===== src/common/rv_pkg.sv =====
// rv_pkg
// Shared definitions for the rv_core integer pipeline:
// widths, reset constants, RV32I major opcodes, ALU operation codes,
// stage payloads, the retire record and the Wishbone classic signal groups
package rv_pkg;

	// Data and address width
	localparam int XLEN   = 32;
	// Register address width, 32 registers
	localparam int REG_AW = 5;

	// Stack top loaded into x2 at reset
	localparam logic [XLEN-1:0] SP_RESET = 32'h7fff_efe4;

	// Supported major opcodes
	localparam logic [6:0] OPC_OP     = 7'b0110011;
	localparam logic [6:0] OPC_OP_IMM = 7'b0010011;
	localparam logic [6:0] OPC_LUI    = 7'b0110111;
	localparam logic [6:0] OPC_AUIPC  = 7'b0010111;

	// ALU operations
	typedef enum logic [3:0] {
		ALU_ADD    = 4'd0,
		ALU_SUB    = 4'd1,
		ALU_SLL    = 4'd2,
		ALU_SLT    = 4'd3,
		ALU_SLTU   = 4'd4,
		ALU_XOR    = 4'd5,
		ALU_SRL    = 4'd6,
		ALU_SRA    = 4'd7,
		ALU_OR     = 4'd8,
		ALU_AND    = 4'd9,
		// LUI result is operand b as is
		ALU_PASS_B = 4'd10
	} alu_op_e;

	// Fetch to decode
	typedef struct packed {
		logic [XLEN-1:0] pc;
		logic [31:0]     instr;
	} fd_t;

	// Decode to execute, operands already selected
	typedef struct packed {
		logic [XLEN-1:0]   pc;
		alu_op_e           alu_op;
		logic [XLEN-1:0]   a;
		logic [XLEN-1:0]   b;
		logic [REG_AW-1:0] rd;
	} de_t;

	// One record per retired instruction
	typedef struct packed {
		logic [XLEN-1:0]   pc;
		logic [REG_AW-1:0] rd;
		logic [XLEN-1:0]   data;
	} retire_t;

	// Wishbone classic, master to slave
	typedef struct packed {
		logic            cyc;
		logic            stb;
		logic            we;
		logic [XLEN-1:0] adr;
	} wb_m2s_t;

	// Wishbone classic, slave to master
	typedef struct packed {
		logic [XLEN-1:0] dat;
		logic            ack;
	} wb_s2m_t;

endpackage

===== src/design/rv_core.sv =====
// rv_core
// In-order three stage RV32I subset pipeline.
// Fetch over Wishbone classic, decode with register file, execute with
// write-back, plus a retire port reporting every completed instruction
`timescale 1ns/1ps

module rv_core import rv_pkg::*; (
	input  logic    clk,
	input  logic    rst_n,
	output wb_m2s_t wb_o,
	input  wb_s2m_t wb_i,
	output logic    retire_valid,
	output retire_t retire
);

	// Fetch to decode
	logic fd_valid;
	fd_t  fd;
	logic fd_ready;

	// Decode to execute, execute never stalls
	logic de_valid;
	de_t  de;

	// Write-back into the register file
	logic              wb_en;
	logic [REG_AW-1:0] wb_rd;
	logic [XLEN-1:0]   wb_data;

	fetch_stage u_fetch_stage (
		.clk      (clk),
		.rst_n    (rst_n),
		.wb_o     (wb_o),
		.wb_i     (wb_i),
		.fd_valid (fd_valid),
		.fd       (fd),
		.fd_ready (fd_ready)
	);

	decode_stage u_decode_stage (
		.clk      (clk),
		.rst_n    (rst_n),
		.fd_valid (fd_valid),
		.fd       (fd),
		.fd_ready (fd_ready),
		.wb_en    (wb_en),
		.wb_rd    (wb_rd),
		.wb_data  (wb_data),
		.de_valid (de_valid),
		.de       (de)
	);

	execute_stage u_execute_stage (
		.clk          (clk),
		.rst_n        (rst_n),
		.de_valid     (de_valid),
		.de           (de),
		.wb_en        (wb_en),
		.wb_rd        (wb_rd),
		.wb_data      (wb_data),
		.retire_valid (retire_valid),
		.retire       (retire)
	);

endmodule


===== src/design/execute_stage.sv =====
// execute_stage
// RV32I integer ALU and the execute/retire register.
// The registered result feeds the register file write port and the
// retire port in the same cycle
`timescale 1ns/1ps

module execute_stage import rv_pkg::*; (
	input  logic              clk,
	input  logic              rst_n,
	input  logic              de_valid,
	input  de_t               de,
	output logic              wb_en,
	output logic [REG_AW-1:0] wb_rd,
	output logic [XLEN-1:0]   wb_data,
	output logic              retire_valid,
	output retire_t           retire
);

	// Shift amount, low five bits only
	logic [4:0]      shamt;
	logic [XLEN-1:0] result;
	logic            lt_s;
	logic            lt_u;

	assign shamt = de.b[4:0];
	assign lt_s  = $signed(de.a) < $signed(de.b);
	assign lt_u  = de.a < de.b;

	// ALU
	always_comb begin
		case (de.alu_op)
			ALU_ADD: begin
				result = de.a + de.b;
			end
			ALU_SUB: begin
				result = de.a - de.b;
			end
			ALU_SLL: begin
				result = de.a << shamt;
			end
			ALU_SLT: begin
				result = {{(XLEN-1){1'b0}}, lt_s};
			end
			ALU_SLTU: begin
				result = {{(XLEN-1){1'b0}}, lt_u};
			end
			ALU_XOR: begin
				result = de.a ^ de.b;
			end
			ALU_SRL: begin
				result = de.a >> shamt;
			end
			ALU_SRA: begin
				// Keep the sign bit
				result = $unsigned($signed(de.a) >>> shamt);
			end
			ALU_OR: begin
				result = de.a | de.b;
			end
			ALU_AND: begin
				result = de.a & de.b;
			end
			default: begin
				// LUI
				result = de.b;
			end
		endcase
	end

	// One cycle pulse per instruction
	always_ff @(posedge clk or negedge rst_n) begin
		if (!rst_n) begin
			retire_valid <= 1'b0;
		end else begin
			retire_valid <= de_valid;
		end
	end

	// Retire record
	always_ff @(posedge clk) begin
		if (de_valid) begin
			retire.pc   <= de.pc;
			retire.rd   <= de.rd;
			retire.data <= result;
		end
	end

	// Write-back, same content as retire
	// x0 filtered in the register file
	assign wb_en   = retire_valid;
	assign wb_rd   = retire.rd;
	assign wb_data = retire.data;

endmodule


===== src/decode/decode_stage.sv =====
// decode_stage
// Instruction decode for OP, OP-IMM, LUI and AUIPC.
// Reads operands from the register file, builds the I/U immediates,
// picks the ALU operation and operands, stalls on a pending write to
// a source register and drops any other opcode
`timescale 1ns/1ps

module decode_stage import rv_pkg::*; (
	input  logic              clk,
	input  logic              rst_n,
	input  logic              fd_valid,
	input  fd_t               fd,
	output logic              fd_ready,
	input  logic              wb_en,
	input  logic [REG_AW-1:0] wb_rd,
	input  logic [XLEN-1:0]   wb_data,
	output logic              de_valid,
	output de_t               de
);

	// Instruction fields
	logic [6:0]        opcode;
	logic [REG_AW-1:0] rd;
	logic [2:0]        funct3;
	logic [REG_AW-1:0] rs1;
	logic [REG_AW-1:0] rs2;
	logic [6:0]        funct7;

	// Immediates
	logic [XLEN-1:0] imm_i;
	logic [XLEN-1:0] imm_u;

	// Operand values
	logic [XLEN-1:0] rs1_val;
	logic [XLEN-1:0] rs2_val;

	// Decode results
	logic    is_op;
	logic    is_op_imm;
	logic    is_lui;
	logic    is_auipc;
	logic    supported;
	logic    use_rs1;
	logic    use_rs2;
	alu_op_e alu_op;
	logic    wb_hit;
	logic    stall;
	logic    take;

	assign opcode = fd.instr[6:0];
	assign rd     = fd.instr[11:7];
	assign funct3 = fd.instr[14:12];
	assign rs1    = fd.instr[19:15];
	assign rs2    = fd.instr[24:20];
	assign funct7 = fd.instr[31:25];

	// Sign extended 12 bit, and upper 20 bit
	assign imm_i = {{(XLEN-12){fd.instr[31]}}, fd.instr[31:20]};
	assign imm_u = {fd.instr[31:12], 12'b0};

	assign is_op     = (opcode == OPC_OP);
	assign is_op_imm = (opcode == OPC_OP_IMM);
	assign is_lui    = (opcode == OPC_LUI);
	assign is_auipc  = (opcode == OPC_AUIPC);
	assign supported = is_op || is_op_imm || is_lui || is_auipc;

	// Which sources are really read
	assign use_rs1 = is_op || is_op_imm;
	assign use_rs2 = is_op;

	register_file u_register_file (
		.clk   (clk),
		.rst_n (rst_n),
		.a1    (rs1),
		.a2    (rs2),
		.a3    (wb_rd),
		.we3   (wb_en),
		.wd3   (wb_data),
		.rd1   (rs1_val),
		.rd2   (rs2_val)
	);

	// funct3/funct7 to ALU op
	always_comb begin
		alu_op = ALU_ADD;
		if (is_lui) begin
			alu_op = ALU_PASS_B;
		end else if (is_op || is_op_imm) begin
			case (funct3)
				// sub only for register form, addi has no funct7
				3'b000: alu_op = (is_op && funct7[5]) ? ALU_SUB : ALU_ADD;
				3'b001: alu_op = ALU_SLL;
				3'b010: alu_op = ALU_SLT;
				3'b011: alu_op = ALU_SLTU;
				3'b100: alu_op = ALU_XOR;
				// Bit 30 selects arithmetic shift in both forms
				3'b101: alu_op = funct7[5] ? ALU_SRA : ALU_SRL;
				3'b110: alu_op = ALU_OR;
				default: alu_op = ALU_AND;
			endcase
		end
	end

	// Source matches the execute register's pending write-back.
	// The write lands on the next edge
	assign wb_hit = wb_en && (wb_rd != '0)
		&& ((use_rs1 && (wb_rd == rs1)) || (use_rs2 && (wb_rd == rs2)));
	assign stall  = wb_hit;

	assign fd_ready = !stall;
	assign take     = fd_valid && !stall;

	// Unsupported words are consumed but never go on
	always_ff @(posedge clk or negedge rst_n) begin
		if (!rst_n) begin
			de_valid <= 1'b0;
		end else begin
			de_valid <= take && supported;
		end
	end

	// Decode/execute payload
	always_ff @(posedge clk) begin
		if (take) begin
			de.pc     <= fd.pc;
			de.alu_op <= alu_op;
			// AUIPC adds to pc, else rs1
			de.a      <= is_auipc ? fd.pc : rs1_val;
			de.b      <= is_op ? rs2_val : ((is_lui || is_auipc) ? imm_u : imm_i);
			de.rd     <= rd;
		end
	end

endmodule


===== src/decode/register_file.sv =====
// register_file
// RV32I integer registers, 32 x 32 bit.
// x2 comes out of reset holding the stack top, the rest hold zero.
// One write port, x0 writes dropped, two combinational read ports
`timescale 1ns/1ps

module register_file import rv_pkg::*; (
	input  logic              clk,
	input  logic              rst_n,
	input  logic [REG_AW-1:0] a1,
	input  logic [REG_AW-1:0] a2,
	input  logic [REG_AW-1:0] a3,
	input  logic              we3,
	input  logic [XLEN-1:0]   wd3,
	output logic [XLEN-1:0]   rd1,
	output logic [XLEN-1:0]   rd2
);

	logic [XLEN-1:0] regs [32];

	// Register array with reset values
	always_ff @(posedge clk or negedge rst_n) begin
		if (!rst_n) begin
			for (int i = 0; i < 32; i++) begin
				// sp gets the stack top
				if (i == 2) begin
					regs[i] <= SP_RESET;
				end else begin
					regs[i] <= '0;
				end
			end
		end else if (we3 && (a3 != '0)) begin
			// x0 never written, stays zero
			regs[a3] <= wd3;
		end
	end

	// Asynchronous reads
	// A write shows up here right after its edge
	assign rd1 = regs[a1];
	assign rd2 = regs[a2];

endmodule


===== src/design/fetch_stage.sv =====
// fetch_stage
// Instruction fetch over a read-only Wishbone classic bus.
// Walks the address space in order, one word per bus cycle, and keeps
// the fetched word with its pc until decode takes it
`timescale 1ns/1ps

module fetch_stage import rv_pkg::*; (
	input  logic    clk,
	input  logic    rst_n,
	output wb_m2s_t wb_o,
	input  wb_s2m_t wb_i,
	output logic    fd_valid,
	output fd_t     fd,
	input  logic    fd_ready
);

	// Bus cycle in progress
	logic            req;
	// Address of the next word
	logic [XLEN-1:0] pc;
	// Word returned this cycle
	logic            done;
	// Launch a new bus cycle
	logic            start;

	assign done = req && wb_i.ack;

	// Only from an idle bus, so cyc/stb stay low for a cycle after each ack.
	// Holding reg must be empty or leaving this edge
	assign start = !req && (!fd_valid || fd_ready);

	// Read only, we tied low
	assign wb_o = '{cyc: req, stb: req, we: 1'b0, adr: pc};

	// Request flag
	always_ff @(posedge clk or negedge rst_n) begin
		if (!rst_n) begin
			req <= 1'b0;
		end else if (done) begin
			req <= 1'b0;
		end else if (start) begin
			req <= 1'b1;
		end
	end

	// Sequential pc, steps on each ack
	always_ff @(posedge clk or negedge rst_n) begin
		if (!rst_n) begin
			pc <= '0;
		end else if (done) begin
			pc <= pc + XLEN'(4);
		end
	end

	// Fetch/decode valid
	// Register is always empty when the ack lands
	always_ff @(posedge clk or negedge rst_n) begin
		if (!rst_n) begin
			fd_valid <= 1'b0;
		end else if (done) begin
			fd_valid <= 1'b1;
		end else if (fd_ready) begin
			fd_valid <= 1'b0;
		end
	end

	// Fetched word and its address
	always_ff @(posedge clk) begin
		if (done) begin
			fd.pc    <= pc;
			fd.instr <= wb_i.dat;
		end
	end

endmodule


===== config.mk =====
export PLATFORM = sky130hd
export DESIGN_NAME = rv_core
export DESIGN_NICKNAME = d
export VERILOG_FILES = /design/src/common/rv_pkg.sv /design/src/design/rv_core.sv /design/src/design/execute_stage.sv /design/src/decode/decode_stage.sv /design/src/decode/register_file.sv /design/src/design/fetch_stage.sv
export SDC_FILE = /design/constraint.sdc
export NUM_CORES = 2
export LEC_CHECK = 0
export BUFFER_PORTS_ARGS = -buffer_cell sky130_fd_sc_hd__buf_2
export CELL_PAD_IN_SITES_DETAIL_PLACEMENT = 1
export CELL_PAD_IN_SITES_GLOBAL_PLACEMENT = 1
export CORE_UTILIZATION = 30
export CTS_CLUSTER_DIAMETER = 40
export DETAILED_ROUTE_END_ITERATION = 10
export PLACE_DENSITY = 0.5
export SLEW_MARGIN = 20
export SYNTH_ARGS = -nofsm -noshare
export SYNTH_HDL_FRONTEND = slang
export SYNTH_SLANG_ARGS = --single-unit

===== constraint.sdc =====
create_clock -name clk -period 5.62 [get_ports clk]
set_clock_uncertainty 0.2 [all_clocks]
set_input_delay 0.843 -clock clk [delete_from_list [all_inputs] [get_ports clk]]
set_output_delay 0.843 -clock clk [all_outputs]
set_load 0.005 [all_outputs]

==> results.cfg <==
[run_status]
status = finished, violations left
violations = design-rule violations

[power_and_ir_drop]
clkPwrFrac_pct = 57.5
p_total_mw = 28.82
pwr-share-seq_pct = 34.5
combPwrFrac_pct = 8.0
intPower_mw = 21.57
swShare_pct = 25.16
p_leak_nw = 37.69
powerDensity_mw_per_mm2 = 333.0
power.switching_mw = 7.251
ir_drop_mv = 0.2881

[sta]
drv_slew = 0
min_period_ns = 4.422
setup_violations = 0
worst_hold_slack_ns = 0.06237
hold_viol = 0
slew_headroom_pct = 17.04
timing.fmax_ghz = 0.2262
post-route-period-util_pct = 78.67
worst_pin_slew_ns = 1.210
rsz0062_at_grt = false
setup_tns_ns = 0

[floorplan]
die_x_um = 492.0
num_rows = 179
die_y_um = 492.0
start_util_pct = 30.23
io_pins = 140
core_mm2 = 0.2383
die_area_mm2 = 0.2421

[global_routing]
first_global_vias = 51710
grt_max_degree = 163
antenna_found_initial = 16
grt_usage_pct = 23.32
grt_remaining_overflow = 0
grt_first_pass_wirelength_um = 404900

[min_path]
hp-start = wb_i[18]
min_to = u_fetch_stage.fd[17]
hold_path_class = in2reg
whs_path_depth = 1

[route]
avgRoutedWirePerCell_um = 33.05
post-route-drc-count = 26
post_drt_via_cell_ratio = 5.684
vias = 48380
antenna_left = 0
wl_um = 281300
firstDrtPassIters = 8
drtIter0Drc = 3704

[worst_setup_path]
rr_endpoint = u_decode_stage.de[58]
cp_data_arrival_time_ns = 4.82
worstPathCellList = buf_12, buf_4, mux4_2, mux4_2, mux2i_1, a21oi_1
crit_type = reg2reg
critPathSlowestCell = mux2i_1
critPathBufInv = 2
critPathMostFrequentCell = mux4_2
critPathMaxStageDelay_ns = 0.71
required_ns = 6.02
ff2ff_setup_slack_ns = 1.20
path_max_fanout = 60
reg2reg_from = u_fetch_stage.fd[15]
critPathLaunchType = flip-flop
critPathTopFamily = multiplexers
reg2regPathDepth = 6
cp-end-kind = flip-flop

[synth]
ys_warn_count = 0
synth-seq-cells = 1290
netlist_area_mm2 = 0.07204
synth_top_area_share_pct = 35.85
synth.most_common_cell = dfrtp_1
yosysSeqAreaShare_pct = 46.47
synth_area_leaders = dfrtp_1 (36%), mux4_2 (22%), mux2_2 (16%)
syn-mean-instance-area_um2 = 14.40
netlist_instances = 5002
ys_async_sr_fraction_pct = 82.02
synth_top_area_cell = dfrtp_1
synth-edff-count = 232
synth_commonest_cells = dfrtp_1 (1032), mux2_2 (1007), mux4_2 (690)
ys.flop_type = dfrtp_1
yosys.cell_types.count = 94

[layout]
layout.nets = 5275
syn_to_final_growth_pct = 20.14
fin_area_mm2 = 0.08654
fillers = 24270
final_cells = 8512
drive_above_1_share_pct = 48.13

[clock_network]
clock_sinks = 1290
clkSlewWorstSetupHoldPaths_ns = 0.05
clockBufferDepth = 4
cts-root-buf = clkbuf_16
cts_made_buffers = 280
cts_setup_buffers = 0
clkLatencyLatePin_ns = 0.92
h-tree-depth = 5
tritoncts = done

[placed_design]
gp_congestion = 0.9506
hpwl_um = 178000
dpl-instance-area_mm2 = 0.07675
dp_cells = 7988
port_buffers = 134

[run]
maxCapViolCount = 0
==> power groups by stage <==
stage          registers, mW  clock network [mW]  logic (mW)
2_1_floorplan           10.0                   0        1.36
3_3_place_gp            10.1                   0        2.28
3_5_place_dp            10.1                   0        2.29
4_1_cts                 9.94                16.9        2.31
5_1_grt                 9.95                17.4        2.46
6_report                9.94                16.6        2.30
==> worst reg2reg max path, delay by kind of cell (launching register included) <==
kind	cells	cell delay, ns
AO/OA/AOI/OAI	1	0.27
buffers and inverters	2	1.15
flip-flops	1	0.67
multiplexers	3	1.83
==> area by class of cell <==
| type | instances | area, um2 | area share [%] |
|---|---|---|---|
| Sequential cell | 1290 | 33480 | 38.68 |
| Antenna cell | 5 | 12.51 | 0.01446 |
| Tap cell | 3167 | 3963 | 4.579 |
| Clock buffer | 343 | 7710 | 8.909 |
| Inverter | 106 | 399.1 | 0.4612 |
| Timing Repair Buffer | 353 | 2848 | 3.291 |
| Multi-Input combinational cell | 3106 | 36430 | 42.09 |
| Clock inverter | 142 | 1707 | 1.972 |
==> per-layer routing <==
metal | global-route usage, % | routed length, um
met4 | 9.012 | 10970
met5 | 0 | 37
met2 | 36.13 | 129500
met1 | 32.60 | 125900
met3 | 3.845 | 14890
==> cell usage in the layout, fill, tap and decap left out, drive strengths merged, types with 11 or more instances in the layout <==
cell / count
dfrtp: 1032
mux2: 1007
mux4: 690
clkbuf: 343
buf: 320
edfxtp: 232
nor2: 205
a21oi: 170
nand2: 151
inv: 132
o21ai: 112
ha: 101
mux2i: 98
clkinv: 57
nand3: 54
o211ai: 46
nor3: 37
dlygate4sd3: 33
clkinvlp: 32
a31oi: 30
a211oi: 30
xnor2: 29
bufinv: 27
dfstp: 26
a22oi: 22
a21o: 21
xor2: 19
and3: 15
nand4: 15
nor4: 15
nor2b: 13
and2: 12
a221oi: 12
a32oi: 11
==> state kept, by name (all words and copies together), names as in the netlist, 5 cells and up <==
| name | cells |
|---|---|
| u_execute_stage.wb_data | 32 |
| u_fetch_stage.fd | 62 |
| u_decode_stage.de | 103 |
| u_execute_stage.retire | 30 |
| u_decode_stage.u_register_file.regs | 1024 |
| u_fetch_stage.pc | 30 |
| u_execute_stage.wb_rd | 5 |
==> per-stage QoR <==
stage                     worst slack (ns)  util (%)
final                                1.198     36.32
after global routing                 1.062     36.31
after CTS                            1.216     36.30
after detailed placement             1.254     32.21
after global placement               1.184     32.19
after floorplan                     0.9805         -
==> logic make-up (layout without fill, tap and decap cells) <==
| kind of cell | after synthesis | count (layout) | synth area share [%] |
|---|---|---|---|
| other | 1 | 10 | 0.005206 |
| DFF | 1290 | 1290 | 46.47 |
| adders and majority gates | 103 | 103 | 1.810 |
| buffers and inverters | 610 | 944 | 3.383 |
| xor gates and xnor gates | 48 | 48 | 0.5836 |
| muxes | 1795 | 1795 | 38.67 |
| AOI/OAI and AO/OA | 580 | 580 | 5.310 |
| and+or+nand+nor | 575 | 575 | 3.766 |
==> worst max-delay path by stage <==
stage                               startpoint                    end  slack, ns  depth (start not counted)
after global placement    u_fetch_stage.fd[15]  u_decode_stage.de[58]       1.18                          6
after detailed placement  u_fetch_stage.fd[15]  u_decode_stage.de[58]       1.25                          6
after global routing      u_fetch_stage.fd[15]  u_decode_stage.de[58]       1.06                          6
final                     u_fetch_stage.fd[15]  u_decode_stage.de[58]       1.20                          6
after floorplan           u_fetch_stage.fd[20]   u_decode_stage.de[0]       0.98                          9
after CTS                 u_fetch_stage.fd[15]  u_decode_stage.de[68]       1.22                          6
==> timing repair <==
action	in CTS	in global routing
endpoints found under the hold margin	101	0
hold buffers	33	0
gates resized for setup	0	0
Power figures use the tool's default switching activity.
